===== src/verilog/board_consts.svh =====
// Board control subsystem constants
// Bus widths, APB address map, register offsets and reset timing
`ifndef BOARD_CONSTS_SVH
`define BOARD_CONSTS_SVH

// Bus and pin widths
`define BOARD_ADDR_W     12
`define BOARD_DATA_W     32
`define BOARD_GPIO_W     12
// Low byte of the address is the register offset, bits above pick the region
`define BOARD_OFS_W      8

// Address map, 0x100 bytes per region
`define BOARD_PRCI_BASE  12'h000
`define BOARD_GPIO_BASE  12'h100

// PRCI registers
`define PRCI_STATUS_OFS  8'h00
`define PRCI_CTRL_OFS    8'h04
`define PRCI_RSTCNT_OFS  8'h08

// GPIO registers
`define GPIO_DIR_OFS     8'h00
`define GPIO_OUT_OFS     8'h04
`define GPIO_IN_OFS      8'h08

// Cycles with PLL lock and DDR calibration both good before reset release
`define PRCI_RST_DELAY   16

`endif


===== src/verilog/board_pkg.sv =====
// Board control subsystem types
// Width-carrying vectors for the APB side and the GPIO pins,
// plus the state encoding of the reset sequencer
`include "board_consts.svh"

package board_pkg;

  // APB bus fields
  typedef logic [`BOARD_ADDR_W-1:0] apb_addr_t;
  typedef logic [`BOARD_DATA_W-1:0] apb_data_t;

  // One bit per GPIO pin
  typedef logic [`BOARD_GPIO_W-1:0] gpio_vec_t;

  // Reset sequencer states
  typedef enum logic [1:0] {
    PRCI_WAIT_LOCK = 2'd0,
    PRCI_COUNT     = 2'd1,
    PRCI_RUN       = 2'd2
  } prci_state_e;

endpackage


===== src/verilog/apb_if.sv =====
// APB bus between the address decoder and one register slave
// Request side comes from the decoder, response side from the slave
`timescale 1ns/1ps

interface apb_if;
  import board_pkg::*;

  logic      psel;
  logic      penable;
  logic      pwrite;
  apb_addr_t paddr;
  apb_data_t pwdata;
  apb_data_t prdata;
  logic      pready;
  logic      pslverr;

  // Decoder side
  modport requester (
    output psel, penable, pwrite, paddr, pwdata,
    input  prdata, pready, pslverr
  );

  // Register slave side
  modport completer (
    input  psel, penable, pwrite, paddr, pwdata,
    output prdata, pready, pslverr
  );

endinterface


===== src/verilog/apb_decoder.sv =====
// APB address decoder
// Routes each transfer to the PRCI or GPIO region by address bits 11:8
// and answers unmapped addresses with an error in the access cycle
`timescale 1ns/1ps
`include "board_consts.svh"

module apb_decoder (
  input  logic                 i_clk,
  input  logic                 i_rst_n,
  input  logic                 i_psel,
  input  logic                 i_penable,
  input  logic                 i_pwrite,
  input  board_pkg::apb_addr_t i_paddr,
  input  board_pkg::apb_data_t i_pwdata,
  output logic                 o_pready,
  output board_pkg::apb_data_t o_prdata,
  output logic                 o_pslverr,
  apb_if.requester             m_prci,
  apb_if.requester             m_gpio
);
  import board_pkg::*;

  localparam int        RGN_MSB   = `BOARD_ADDR_W - 1;
  localparam int        RGN_LSB   = `BOARD_OFS_W;
  localparam apb_addr_t PRCI_BASE = `BOARD_PRCI_BASE;
  localparam apb_addr_t GPIO_BASE = `BOARD_GPIO_BASE;

  logic hit_prci;
  logic hit_gpio;
  logic err_q;
  logic err_access;

  assign hit_prci = (i_paddr[RGN_MSB:RGN_LSB] == PRCI_BASE[RGN_MSB:RGN_LSB]);
  assign hit_gpio = (i_paddr[RGN_MSB:RGN_LSB] == GPIO_BASE[RGN_MSB:RGN_LSB]);

  // Request fan-out, only the addressed slave sees psel
  assign m_prci.psel    = i_psel & hit_prci;
  assign m_prci.penable = i_penable & hit_prci;
  assign m_prci.pwrite  = i_pwrite;
  assign m_prci.paddr   = i_paddr;
  assign m_prci.pwdata  = i_pwdata;

  assign m_gpio.psel    = i_psel & hit_gpio;
  assign m_gpio.penable = i_penable & hit_gpio;
  assign m_gpio.pwrite  = i_pwrite;
  assign m_gpio.paddr   = i_paddr;
  assign m_gpio.pwdata  = i_pwdata;

  // Unmapped setup phase arms the error for the following access cycle
  always_ff @(posedge i_clk or negedge i_rst_n) begin
    if (!i_rst_n) begin
      err_q <= 1'b0;
    end else begin
      err_q <= i_psel & ~i_penable & ~hit_prci & ~hit_gpio;
    end
  end

  assign err_access = err_q & i_psel & i_penable;

  // Response mux, no added latency
  always_comb begin
    o_pready  = 1'b0;
    o_prdata  = '0;
    o_pslverr = 1'b0;
    if (hit_prci) begin
      o_pready  = m_prci.pready;
      o_prdata  = m_prci.prdata;
      o_pslverr = m_prci.pslverr;
    end else if (hit_gpio) begin
      o_pready  = m_gpio.pready;
      o_prdata  = m_gpio.prdata;
      o_pslverr = m_gpio.pslverr;
    end else begin
      // Decoder answers by itself, read data stays 0
      o_pready  = err_access;
      o_pslverr = err_access;
    end
  end

endmodule


===== src/verilog/apb_gpio.sv =====
// 12-bit GPIO block
// Direction and output registers under the system reset, and a
// two-flop synchronizer for the input pins
`timescale 1ns/1ps
`include "board_consts.svh"

module apb_gpio (
  input  logic                 i_clk,
  input  logic                 i_rst_n,
  input  logic                 i_sys_nrst,
  input  board_pkg::gpio_vec_t i_gpio_in,
  output board_pkg::gpio_vec_t o_gpio_out,
  output board_pkg::gpio_vec_t o_gpio_dir,
  apb_if.completer             s_apb
);
  import board_pkg::*;

  localparam int PAD_W = `BOARD_DATA_W - `BOARD_GPIO_W;

  gpio_vec_t               dir_q;
  gpio_vec_t               out_q;
  gpio_vec_t               in_meta_q;
  gpio_vec_t               in_sync_q;
  logic                    wr_en;
  logic [`BOARD_OFS_W-1:0] ofs;

  assign ofs   = s_apb.paddr[`BOARD_OFS_W-1:0];
  assign wr_en = s_apb.psel & s_apb.penable & s_apb.pwrite;

  // Direction bit 1 drives the pin, 0 leaves it as an input
  always_ff @(posedge i_clk or negedge i_rst_n) begin
    if (!i_rst_n) begin
      dir_q <= '0;
      out_q <= '0;
    end else if (!i_sys_nrst) begin
      // Held in reset with the rest of the system, writes are dropped
      dir_q <= '0;
      out_q <= '0;
    end else if (wr_en) begin
      case (ofs)
        `GPIO_DIR_OFS: dir_q <= s_apb.pwdata[`BOARD_GPIO_W-1:0];
        `GPIO_OUT_OFS: out_q <= s_apb.pwdata[`BOARD_GPIO_W-1:0];
        default: begin
          dir_q <= dir_q;
          out_q <= out_q;
        end
      endcase
    end
  end

  // Input pins are asynchronous to i_clk
  always_ff @(posedge i_clk) begin
    in_meta_q <= i_gpio_in;
    in_sync_q <= in_meta_q;
  end

  assign o_gpio_dir = dir_q;
  assign o_gpio_out = out_q;

  always_comb begin
    s_apb.prdata = '0;
    if (s_apb.psel && !s_apb.pwrite) begin
      case (ofs)
        `GPIO_DIR_OFS: s_apb.prdata = {{PAD_W{1'b0}}, dir_q};
        `GPIO_OUT_OFS: s_apb.prdata = {{PAD_W{1'b0}}, out_q};
        `GPIO_IN_OFS:  s_apb.prdata = {{PAD_W{1'b0}}, in_sync_q};
        default:       s_apb.prdata = '0;
      endcase
    end
  end

  // Transfers complete even while the system reset is active
  assign s_apb.pready  = s_apb.psel & s_apb.penable;
  assign s_apb.pslverr = 1'b0;

endmodule


===== src/verilog/apb_prci.sv =====
// PLL and reset control block
// Holds the system reset until PLL lock and DDR calibration have been
// stable for a fixed delay; software can force a new reset sequence
`timescale 1ns/1ps
`include "board_consts.svh"

module apb_prci (
  input  logic     i_clk,
  input  logic     i_rst_n,
  input  logic     i_pll_locked,
  input  logic     i_ddr_calib_done,
  output logic     o_sys_nrst,
  apb_if.completer s_apb
);
  import board_pkg::*;

  localparam int               CNT_W    = $clog2(`PRCI_RST_DELAY);
  localparam logic [CNT_W-1:0] CNT_LAST = CNT_W'(`PRCI_RST_DELAY - 1);

  prci_state_e             state_q;
  prci_state_e             state_d;
  logic [CNT_W-1:0]        cnt_q;
  logic                    sys_nrst_q;
  apb_data_t               rstcnt_q;
  logic                    ready;
  logic                    wr_en;
  logic                    soft_rst;
  logic [`BOARD_OFS_W-1:0] ofs;

  assign ready = i_pll_locked & i_ddr_calib_done;
  assign ofs   = s_apb.paddr[`BOARD_OFS_W-1:0];
  assign wr_en = s_apb.psel & s_apb.penable & s_apb.pwrite;

  // Soft reset request, CTRL bit 0
  assign soft_rst = wr_en & (ofs == `PRCI_CTRL_OFS) & s_apb.pwdata[0];

  always_comb begin
    state_d = state_q;
    if (soft_rst) begin
      state_d = PRCI_WAIT_LOCK;
    end else begin
      case (state_q)
        PRCI_WAIT_LOCK: begin
          if (ready) begin
            state_d = PRCI_COUNT;
          end
        end
        PRCI_COUNT: begin
          if (!ready) begin
            state_d = PRCI_WAIT_LOCK;
          end else if (cnt_q == CNT_LAST) begin
            state_d = PRCI_RUN;
          end
        end
        PRCI_RUN: begin
          // Any loss of lock or calibration drops the reset again
          if (!ready) begin
            state_d = PRCI_WAIT_LOCK;
          end
        end
        default: state_d = PRCI_WAIT_LOCK;
      endcase
    end
  end

  always_ff @(posedge i_clk or negedge i_rst_n) begin
    if (!i_rst_n) begin
      state_q    <= PRCI_WAIT_LOCK;
      cnt_q      <= '0;
      sys_nrst_q <= 1'b0;
      rstcnt_q   <= '0;
    end else begin
      state_q <= state_d;
      // Count only while the sequencer sits in the delay state
      if (state_q == PRCI_COUNT) begin
        cnt_q <= cnt_q + 1'b1;
      end else begin
        cnt_q <= '0;
      end
      // Registered from the next state so the reset output cannot glitch
      sys_nrst_q <= (state_d == PRCI_RUN);
      if (state_d == PRCI_RUN && state_q != PRCI_RUN) begin
        rstcnt_q <= rstcnt_q + 1'b1;
      end
    end
  end

  assign o_sys_nrst = sys_nrst_q;

  // Register reads
  always_comb begin
    s_apb.prdata = '0;
    if (s_apb.psel && !s_apb.pwrite) begin
      case (ofs)
        `PRCI_STATUS_OFS: s_apb.prdata = apb_data_t'({sys_nrst_q, i_ddr_calib_done, i_pll_locked});
        `PRCI_RSTCNT_OFS: s_apb.prdata = rstcnt_q;
        // CTRL is write-only and reads back 0
        default:          s_apb.prdata = '0;
      endcase
    end
  end

  // Zero wait states, never an error
  assign s_apb.pready  = s_apb.psel & s_apb.penable;
  assign s_apb.pslverr = 1'b0;

endmodule


===== src/verilog/board_top.sv =====
// Board control subsystem top level
// APB port into the decoder, with the reset controller and GPIO
// block behind it
`timescale 1ns/1ps

module board_top (
  input  logic                 i_clk,
  input  logic                 i_rst_n,
  // APB slave port
  input  logic                 i_psel,
  input  logic                 i_penable,
  input  logic                 i_pwrite,
  input  board_pkg::apb_addr_t i_paddr,
  input  board_pkg::apb_data_t i_pwdata,
  output logic                 o_pready,
  output board_pkg::apb_data_t o_prdata,
  output logic                 o_pslverr,
  // Reset sources
  input  logic                 i_pll_locked,
  input  logic                 i_ddr_calib_done,
  // GPIO pins
  input  board_pkg::gpio_vec_t i_gpio_in,
  output board_pkg::gpio_vec_t o_gpio_out,
  output board_pkg::gpio_vec_t o_gpio_dir,
  output logic                 o_sys_nrst
);

  logic sys_nrst;

  apb_if prci_apb ();
  apb_if gpio_apb ();

  apb_decoder u_decoder (
    .i_clk     (i_clk),
    .i_rst_n   (i_rst_n),
    .i_psel    (i_psel),
    .i_penable (i_penable),
    .i_pwrite  (i_pwrite),
    .i_paddr   (i_paddr),
    .i_pwdata  (i_pwdata),
    .o_pready  (o_pready),
    .o_prdata  (o_prdata),
    .o_pslverr (o_pslverr),
    .m_prci    (prci_apb.requester),
    .m_gpio    (gpio_apb.requester)
  );

  apb_prci u_prci (
    .i_clk            (i_clk),
    .i_rst_n          (i_rst_n),
    .i_pll_locked     (i_pll_locked),
    .i_ddr_calib_done (i_ddr_calib_done),
    .o_sys_nrst       (sys_nrst),
    .s_apb            (prci_apb.completer)
  );

  // GPIO sits under the system reset from the PRCI
  apb_gpio u_gpio (
    .i_clk      (i_clk),
    .i_rst_n    (i_rst_n),
    .i_sys_nrst (sys_nrst),
    .i_gpio_in  (i_gpio_in),
    .o_gpio_out (o_gpio_out),
    .o_gpio_dir (o_gpio_dir),
    .s_apb      (gpio_apb.completer)
  );

  assign o_sys_nrst = sys_nrst;

endmodule


===== config.mk =====
export PLATFORM = sky130hd
export DESIGN_NAME = board_top
export DESIGN_NICKNAME = d
export VERILOG_FILES = /design/src/verilog/board_pkg.sv /design/src/verilog/apb_if.sv /design/src/verilog/apb_decoder.sv /design/src/verilog/apb_gpio.sv /design/src/verilog/apb_prci.sv /design/src/verilog/board_top.sv
export VERILOG_INCLUDE_DIRS = /design/src /design/src/verilog
export SDC_FILE = /design/constraint.sdc
export NUM_CORES = 1
export LEC_CHECK = 0
export ABC_AREA = 1
export BUFFER_PORTS_ARGS = -buffer_cell sky130_fd_sc_hd__buf_2
export CAP_MARGIN = 0
export CORE_ASPECT_RATIO = 0.8
export CORE_UTILIZATION = 35
export CTS_BUF_LIST = sky130_fd_sc_hd__clkbuf_4 sky130_fd_sc_hd__clkbuf_8
export DETAILED_ROUTE_END_ITERATION = 12
export PLACE_DENSITY = 0.54
export SLEW_MARGIN = 20
export SYNTH_ARGS = -nofsm -noshare
export SYNTH_HDL_FRONTEND = slang
export SYNTH_SLANG_ARGS = --single-unit

===== constraint.sdc =====
create_clock -name i_clk -period 4.45 [get_ports i_clk]
set_input_delay 1.1125 -clock i_clk [delete_from_list [all_inputs] [get_ports i_clk]]
set_output_delay 1.1125 -clock i_clk [all_outputs]
set_load 0.1 [all_outputs]

==> flow_summary.toml, run 1 <==
[setup_path]
rr_startpoint = "u_prci.cnt_q[0]"
path_cells = "buf_2 > nor2_2 > nand3b_2 > or2_0 > nor2_2 > nand2_1 > nand2_1 > buf_2"
cp-endpoint = "o_prdata[1]"
rr_worst_depth = 9
r2r_slack_ns = 2.55
critPathArrivalTime_ns = 2.82
required_ns = 3.34
criticalPathCategory = "input port to output port"
cp_num_buf_inv = 2
r2r-end = "u_prci.rstcnt_q[31]"
path_max_fanout = 12
crit_family = "simple AND/OR/NAND/NOR gates"
critPathLaunchType = "input port"
slowest_delay_ns = 0.45
worst-path-stages = 8
slowest_stage = "nor2_2"
setup.worst_path.start = "i_paddr[11]"
endpoint_kind = "output port"

[timing]
slew_headroom = 0.492
max_freq_mhz = 254
setup_tns_ns = 0
period_share = 0.884
tightest_slew_ns = 0.761
hold_viol = 0
setup_slack_ns = 0.517
finalClockSkew_ns = 0.00405
min_period_ns = 3.93
slew_violations = 0
finalSetupViolations = 0
rsz0062_at_grt = "false"

[outcome]
status = "finished, final reports clean"

[yosys]
ys_seq_elements = 88
synth_cell_types = 34
yosysWarnings = 0
synth_cells = 661
yosysSeqAreaShare = 0.440
avgSynthCellArea_um2 = 7.16
syn_nets = 726
syn-cell-area_um2 = 4730

[placement]
dp_hpwl_mm = 9.06
dpl_worst_slack_ns = 0.499
place.gp.congestion = 0.812
portBuffers = 101
place_area_um2 = 5670

[global_routing]
grt_max_degree = 43
grt_use_total = 0.187
grt_overflow_total = 0
grt_pass1_vias = 4285
antenna_found_initial = 0
grt_first_pass_wirelength_mm = 20.6

[die]
die_w_um = 132
start_util = 0.364
die_y_um = 106
num_rows = 37
dieArea_um2 = 14000
ioPinCount = 122
coreArea_um2 = 13000

[route]
dr_total_vias = 4438
first_iter_violations = 213
wl_per_cell_um = 13.2
ant_nets = 0
avgViaCountPerCell = 4.74
wl_mm = 12.4
firstDrtPassIters = 5
drc = 0

[hold_path]
hold_path_class = "flop to flop"

[cells_and_area]
drive_above_1_share = 0.210
final_cell_area_um2 = 5890
areaGrowthSynthToFinish_pct = 24.5
antenna_cells = 0
nets = 822

[clocking]
clk-insertion-delay-late_ns = 0.38
htree_levels = 3
postCtsHoldBufs = 0
post_cts_resize_count = 0
cts.path.max_buffers = 2
tritoncts = "done"
cts.clk_slew.worst_paths_ns = 0.09
clockRootBuffer = "clkbuf_8"
cts_setup_buffers = 0
numClockSinks = 88
cts_buffers = 9

[power]
pwr_density_cell_nw_per_um2 = 250
vdd_drop_max_uv = 140
p_leak_nw = 2.87

[job]
maxCapViolCount = 0
cell families (layout without fill, tap and decap cells):
kind of cell,count (synthesis),after routing,synth area share
AOI/OAI and AO/OA,33,33,0.0357
xor gates and xnor gates,14,14,0.0259
adders and majority gates,2,2,0.00529
buffers and inverters,66,167,0.0664
DFF,88,88,0.440
and+or+nand+nor,458,458,0.427
worst min path at each step:
stage / from / endpoint / slack [ns] / depth (start not counted)
after floorplan: u_gpio.in_meta_q[0] / u_gpio.in_sync_q[0] / 0.31 / 0
after global routing: u_gpio.in_meta_q[1] / u_gpio.in_sync_q[1] / 0.34 / 0
after detailed placement: u_gpio.in_meta_q[5] / u_gpio.in_sync_q[5] / 0.31 / 0
after global placement: u_gpio.in_meta_q[1] / u_gpio.in_sync_q[1] / 0.31 / 0
final: u_gpio.in_meta_q[6] / u_gpio.in_sync_q[6] / 0.33 / 0
after CTS: u_gpio.in_meta_q[1] / u_gpio.in_sync_q[1] / 0.33 / 0
per-stage QoR:
stage	hold WS (ns)	power, mW	utilization	instances
3_3_place_gp	0.312	0.882	0.436	921
2_1_floorplan	0.310	0.846	-	661
4_1_cts	0.334	1.49	0.453	937
5_1_grt	0.340	1.53	0.453	937
6_report	0.333	1.47	0.453	937
3_5_place_dp	0.312	0.883	0.436	921
worst reg2reg max path, cell delays in order (launching register included):
cell     delay (ns)
dfrtp_1        0.38
ha_1           0.20
nand3_1        0.11
nand2_1        0.07
nand3_1        0.07
nand2_2        0.12
nand2_4        0.08
nor2_4         0.58
nand2_1        0.14
nand2_1        0.09
registers in the layout, indices dropped and copies added (netlist names):
name / count
u_prci.rstcnt_q: 32
u_decoder.err_q: 1
u_prci.cnt_q: 4
u_gpio.in_meta_q: 12
u_gpio.o_gpio_dir: 12
u_gpio.in_sync_q: 12
u_prci.o_sys_nrst: 1
u_prci.state_q: 2
u_gpio.o_gpio_out: 12
cell usage after synthesis, drive strengths merged:
cell type,number,share of area
xor2,9,0.017
nand4,1,0.0013
dfxtp,24,0.10
inv,43,0.034
nor2,89,0.095
buf,20,0.030
nor3,2,0.0032
clkinv,1,0.00079
a31oi,1,0.0013
ha,2,0.0053
nand2,288,0.24
or2,1,0.0013
o211ai,1,0.0016
nand3b,2,0.0066
nand3,74,0.079
o21ai,28,0.030
xnor2,5,0.0093
clkbuf,2,0.0016
dfrtp,64,0.34
a21oi,3,0.0032
nor3b,1,0.0016
final cells by class:
type	instances	area, um^2
repair buffers	107	868
clock inverters	5	62.6
well taps	175	219
inverters	44	165
flip-flops and latches	88	2080
clock buffers	11	151
multi-input cells	507	2340
fillers	1341	7120
layout by cell type (no fill, tap or decap), drive strengths merged:
| cell type | synthesis | routed |
|---|---|---|
| clkinv | 1 | 2 |
| clkbuf | 2 | 11 |
| nor3 | 2 | 2 |
| buf | 20 | 107 |
| xnor2 | 5 | 5 |
| nand3b | 2 | 2 |
| inv | 43 | 44 |
| o211ai | 1 | 1 |
| or2 | 1 | 1 |
| o21ai | 28 | 28 |
| dfxtp | 24 | 24 |
| bufinv | 0 | 1 |
| nand4 | 1 | 1 |
| nor3b | 1 | 1 |
| a21oi | 3 | 3 |
| nand2 | 288 | 288 |
| a31oi | 1 | 1 |
| xor2 | 9 | 9 |
| clkinvlp | 0 | 2 |
| nand3 | 74 | 74 |
| ha | 2 | 2 |
| dfrtp | 64 | 64 |
| nor2 | 89 | 89 |
power breakdown:
| part | internal, mW | switching (mW) | leakage, nW |
|---|---|---|---|
| Combinational | 0.0190 | 0.0338 | 1.68 |
| Sequential | 0.809 | 0.00351 | 1.09 |
| Clock | 0.293 | 0.311 | 0.102 |
| Total | 1.12 | 0.348 | 2.87 |
metal layers:
layer	global-route usage	up-vias	share of wire
li1	-	2252	-
met1	0.255	2085	0.49
met2	0.294	89	0.45
met3	0.0448	12	0.047
met4	0.0507	0	0.010
met5	0	-	0
Power figures use the tool's default switching activity.
==> run 2, diff against run 1 <==
--- a/config.mk
+++ b/config.mk
@@ -9,7 +9,6 @@
 export ABC_AREA = 1
 export BUFFER_PORTS_ARGS = -buffer_cell sky130_fd_sc_hd__buf_2
 export CAP_MARGIN = 0
-export CORE_ASPECT_RATIO = 0.8
 export CORE_UTILIZATION = 35
 export CTS_BUF_LIST = sky130_fd_sc_hd__clkbuf_4 sky130_fd_sc_hd__clkbuf_8
 export DETAILED_ROUTE_END_ITERATION = 12
==> flow_summary.toml, run 2 (same netlist as run 1, synthesis figures left out) <==
[outcome]
status = "finished, final reports clean"

[clocking]
clk-insertion-delay-late_ns = 0.36
tritoncts = "done"
postCtsHoldBufs = 0
cts.path.max_buffers = 2
cts.clk_slew.worst_paths_ns = 0.09
htree_levels = 3
numClockSinks = 88
clockRootBuffer = "clkbuf_8"
cts_setup_buffers = 0
post_cts_resize_count = 0
cts_buffers = 9

[timing]
slew_headroom = 0.474
setup_slack_ns = 0.367
slew_violations = 0
finalClockSkew_ns = 0.00730
rsz0062_at_grt = "false"
hold_ws_ns = 0.334
finalSetupViolations = 0
hold_viol = 0
max_freq_mhz = 245
setup_tns_ns = 0
period_share = 0.917
tightest_slew_ns = 0.787
min_period_ns = 4.08

[cells_and_area]
seq_area_um2 = 2080
top_register = "u_prci.rstcnt_q"
nets = 819
drive_above_1_share = 0.207
final_cell_mix = "nand2_1 (277), buf_2 (79), nand3_1 (73)"
final_util = 0.443
nFillCells = 1321
final_cells = 935
areaGrowthSynthToFinish_pct = 23.3
final_cell_area_um2 = 5840
antenna_cells = 0
largest_reg_flops = 32
multi_input_area_um2 = 2340
mostFrequentLayoutCell = "nand2_1"

[global_routing]
grt_max_degree = 45
grt_use_total = 0.186
grt_overflow_total = 0
grt_pass1_vias = 4187
grt_first_pass_wirelength_mm = 20.6
antenna_found_initial = 0

[placement]
place.gp.congestion = 0.854
place_area_um2 = 5650
numPlacedInstances = 919
dp_hpwl_mm = 9.19
dpl_worst_slack_ns = 0.329
portBuffers = 101

[die]
coreArea_um2 = 13200
die_w_um = 118
die_y_um = 118
ioPinCount = 122
num_rows = 42
dieArea_um2 = 14000
start_util = 0.359

[power]
pwr_density_cell_nw_per_um2 = 238
p_clk_frac = 0.377
p_switching_mw = 0.342
sequentialPowerShare = 0.585
p_comb_frac = 0.038
p_sw_frac = 0.246
vdd_drop_max_uv = 172
p_int_mw = 1.05
p_leak_nw = 2.85
power_mw = 1.39

[setup_path]
required_ns = 3.34
critPathLaunchType = "input port"
criticalPathCategory = "input port to output port"
endpoint_kind = "output port"
path_max_fanout = 16
critPathArrivalTime_ns = 2.97

[route]
dr_total_vias = 4437
firstDrtPassIters = 5
wl_mm = 12.4
avgViaCountPerCell = 4.75
first_iter_violations = 347
drc = 0
wl_per_cell_um = 13.3
ant_nets = 0

[job]
maxCapViolCount = 0

[hold_path]
hold_path_class = "flop to flop"
-- run 2: routing by layer --
layer,global-route usage,share of wire,vias up
li1,-,-,2245
met1,0.248,0.45,2014
met2,0.307,0.47,156
met3,0.0246,0.060,22
met4,0.0681,0.019,0
met5,0,0,-
-- run 2: path summary, 6_finish.rpt --
kind | slack (ns) | end | depth (start not counted) | startpoint
min reg2reg | 0.33 | u_gpio.in_sync_q[11] | 0 | u_gpio.in_meta_q[11]
min in group asynchronous | 0.74 | u_decoder.err_q | 1 | i_rst_n
max reg2reg | 2.53 | u_prci.rstcnt_q[8] | 9 | u_prci.cnt_q[0]
min | 0.33 | u_gpio.in_sync_q[11] | 0 | u_gpio.in_meta_q[11]
max in group asynchronous | 3.01 | u_prci.rstcnt_q[19] | 2 | i_rst_n
max | 0.37 | o_prdata[4] | 9 | i_paddr[7]
-- run 2: critical path, stage by stage --
cell,delay (ns)
buf_2,0.10
nor2_1,0.15
nand2_2,0.17
nor2_8,0.30
a21oi_1,0.09
nor2_2,0.40
nand2_1,0.12
nand2_1,0.09
buf_2,0.43
-- run 2: cell type report --
type                       instances  area share
clock buffer                      10      0.0225
clock inverter                     6     0.00879
inverter                          44      0.0283
multi-input combinational        507       0.401
sequential                        88       0.357
tap                              176      0.0377
timing repair buffer             104       0.145
-- run 2: power groups by stage --
stage	logic [mW]	registers, mW	clock network [mW]
floorplan	0.0175	0.828	0
global placement	0.0522	0.829	0
detailed placement	0.0536	0.829	0
CTS	0.0537	0.813	0.544
global route	0.0598	0.814	0.577
finish	0.0524	0.812	0.523
==> run 3, diff against run 2 <==
--- a/config.mk
+++ b/config.mk
@@ -8,7 +8,7 @@
 export LEC_CHECK = 0
 export ABC_AREA = 1
 export BUFFER_PORTS_ARGS = -buffer_cell sky130_fd_sc_hd__buf_2
-export CAP_MARGIN = 0
+export CAP_MARGIN = 20
 export CORE_UTILIZATION = 35
 export CTS_BUF_LIST = sky130_fd_sc_hd__clkbuf_4 sky130_fd_sc_hd__clkbuf_8
 export DETAILED_ROUTE_END_ITERATION = 12
==> constraint.sdc (replaced) <==
create_clock -name i_clk -period 4.45 [get_ports i_clk]
set_input_delay 0.6675 -clock i_clk [delete_from_list [all_inputs] [get_ports i_clk]]
set_output_delay 0.6675 -clock i_clk [all_outputs]
set_load 0.1 [all_outputs]
==> flow_summary.toml, run 3 (same netlist as run 1, synthesis figures left out) <==
[cells_and_area]
mostFrequentLayoutCell = "nand2_1"
final_cells = 936
final_util = 0.419
drive_above_1_share = 0.207
largest_reg_flops = 32
seq_area_um2 = 2080
final_cell_mix = "nand2_1 (277), buf_2 (100), nand3_1 (73)"
nFillCells = 1380
top_register = "u_prci.rstcnt_q"
areaGrowthSynthToFinish_pct = 16.8
multi_input_area_um2 = 2340
nets = 820
antenna_cells = 0

[placement]
dpl_worst_slack_ns = 0.949
place.gp.congestion = 0.859
dp_hpwl_mm = 9.19
portBuffers = 101
numPlacedInstances = 920

[die]
start_util = 0.359
coreArea_um2 = 13200
dieArea_um2 = 14000
ioPinCount = 122
num_rows = 42
die_y_um = 118
die_w_um = 118

[route]
dr_total_vias = 4425
first_iter_violations = 307
wl_per_cell_um = 13.5
avgViaCountPerCell = 4.73
ant_nets = 0
firstDrtPassIters = 4
drc = 0
wl_mm = 12.6

[clocking]
post_cts_resize_count = 0
cts.clk_slew.worst_paths_ns = 0.10
tritoncts = "done"
clk-insertion-delay-late_ns = 0.38
cts_setup_buffers = 0
cts_buffers = 9
cts.path.max_buffers = 2
postCtsHoldBufs = 0
numClockSinks = 88
htree_levels = 3
clockRootBuffer = "clkbuf_8"

[setup_path]
path_max_fanout = 24
critPathLaunchType = "input port"
r2r_slack_ns = 2.52
endpoint_kind = "output port"
required_ns = 3.78
rr_worst_depth = 9
rr_startpoint = "u_prci.cnt_q[0]"
critPathArrivalTime_ns = 2.83
criticalPathCategory = "input port to output port"
r2r-end = "u_prci.rstcnt_q[14]"

[job]
maxCapViolCount = 0

[timing]
min_period_ns = 3.50
max_freq_mhz = 286
hold_viol = 0
rsz0062_at_grt = "false"
finalClockSkew_ns = 0.0121
slew_violations = 0
period_share = 0.786
tightest_slew_ns = 0.776
setup_slack_ns = 0.951
setup_tns_ns = 0
slew_headroom = 0.482
finalSetupViolations = 0

[power]
pwr_density_cell_nw_per_um2 = 254
p_comb_frac = 0.038
p_clk_frac = 0.383
p_leak_nw = 2.80
sequentialPowerShare = 0.580
p_int_mw = 1.04
vdd_drop_max_uv = 167
p_sw_frac = 0.258
p_switching_mw = 0.361

[hold_path]
hold_path_class = "input port to async pin"

[global_routing]
grt_pass1_vias = 4175
antenna_found_initial = 0
grt_overflow_total = 0
grt_use_total = 0.188
grt_first_pass_wirelength_mm = 20.8
grt_max_degree = 45

[outcome]
status = "finished, final reports clean"
-- run 3: cell types whose count changed in the layout (fill, tap and decap cells not counted) --
cell | before | now
buf_12 | 21 | 0
clkbuf_4 | 1 | 0
buf_4 | 4 | 5
buf_2 | 79 | 100
clkinv_4 | 2 | 0
nor3_2 | 2 | 1
inv_8 | 1 | 2
clkinvlp_4 | 0 | 2
nor3_1 | 0 | 1
-- run 3: final cells by class --
class	count	area share
clock buffers	9	0.0224
clock inverters	7	0.0109
inverters	44	0.0299
multi-input cells	507	0.423
flip-flops and latches	88	0.377
well taps	176	0.0399
repair buffers	105	0.0974
-- run 3: layer usage --
metal  wire [um]  GRT usage  up-vias
met5           0          0        -
met4         144     0.0513        0
met3         681     0.0439       11
met2        5810      0.300       98
met1        6000      0.255     2065
li1            -          -     2251
-- run 3: per-stage QoR --
step	hold WS (ns)	total power, mW	cell area [um^2]
after floorplan	0.310	0.845	4730
after global placement	0.312	0.882	5340
after detailed placement	0.312	0.883	5340
after CTS	0.333	1.42	5520
after global routing	0.321	1.47	5530
final	0.291	1.40	5530
-- run 3: worst max-delay path: stages --
cell and delay, ns:
buf_2 0.11, nor2_2 0.18, nand3_1 0.14, nor2_4 0.09, buf_4 0.27, nand2_1 0.49, o21ai_1 0.31, inv_1 0.06
nand2_1 0.08, buf_2 0.43
-- run 3: worst max-delay path by stage --
stage,cells after the start,to,slack [ns],startpoint
after floorplan,4,o_pslverr,0.87,i_paddr[9]
after global placement,10,o_prdata[0],0.97,i_paddr[7]
after detailed placement,10,o_prdata[0],0.95,i_paddr[1]
after CTS,10,o_prdata[0],0.94,i_paddr[1]
after global routing,10,o_prdata[0],0.77,i_paddr[1]
final,10,o_prdata[0],0.95,i_paddr[1]
-- run 3: power by group through the flow --
| stage | registers (mW) | logic [mW] | clock network (mW) |
|---|---|---|---|
| after global routing | 0.814 | 0.0603 | 0.591 |
| after detailed placement | 0.830 | 0.0535 | 0 |
| after CTS | 0.813 | 0.0539 | 0.557 |
| final | 0.813 | 0.0528 | 0.537 |
| after global placement | 0.829 | 0.0525 | 0 |
| after floorplan | 0.828 | 0.0172 | 0 |
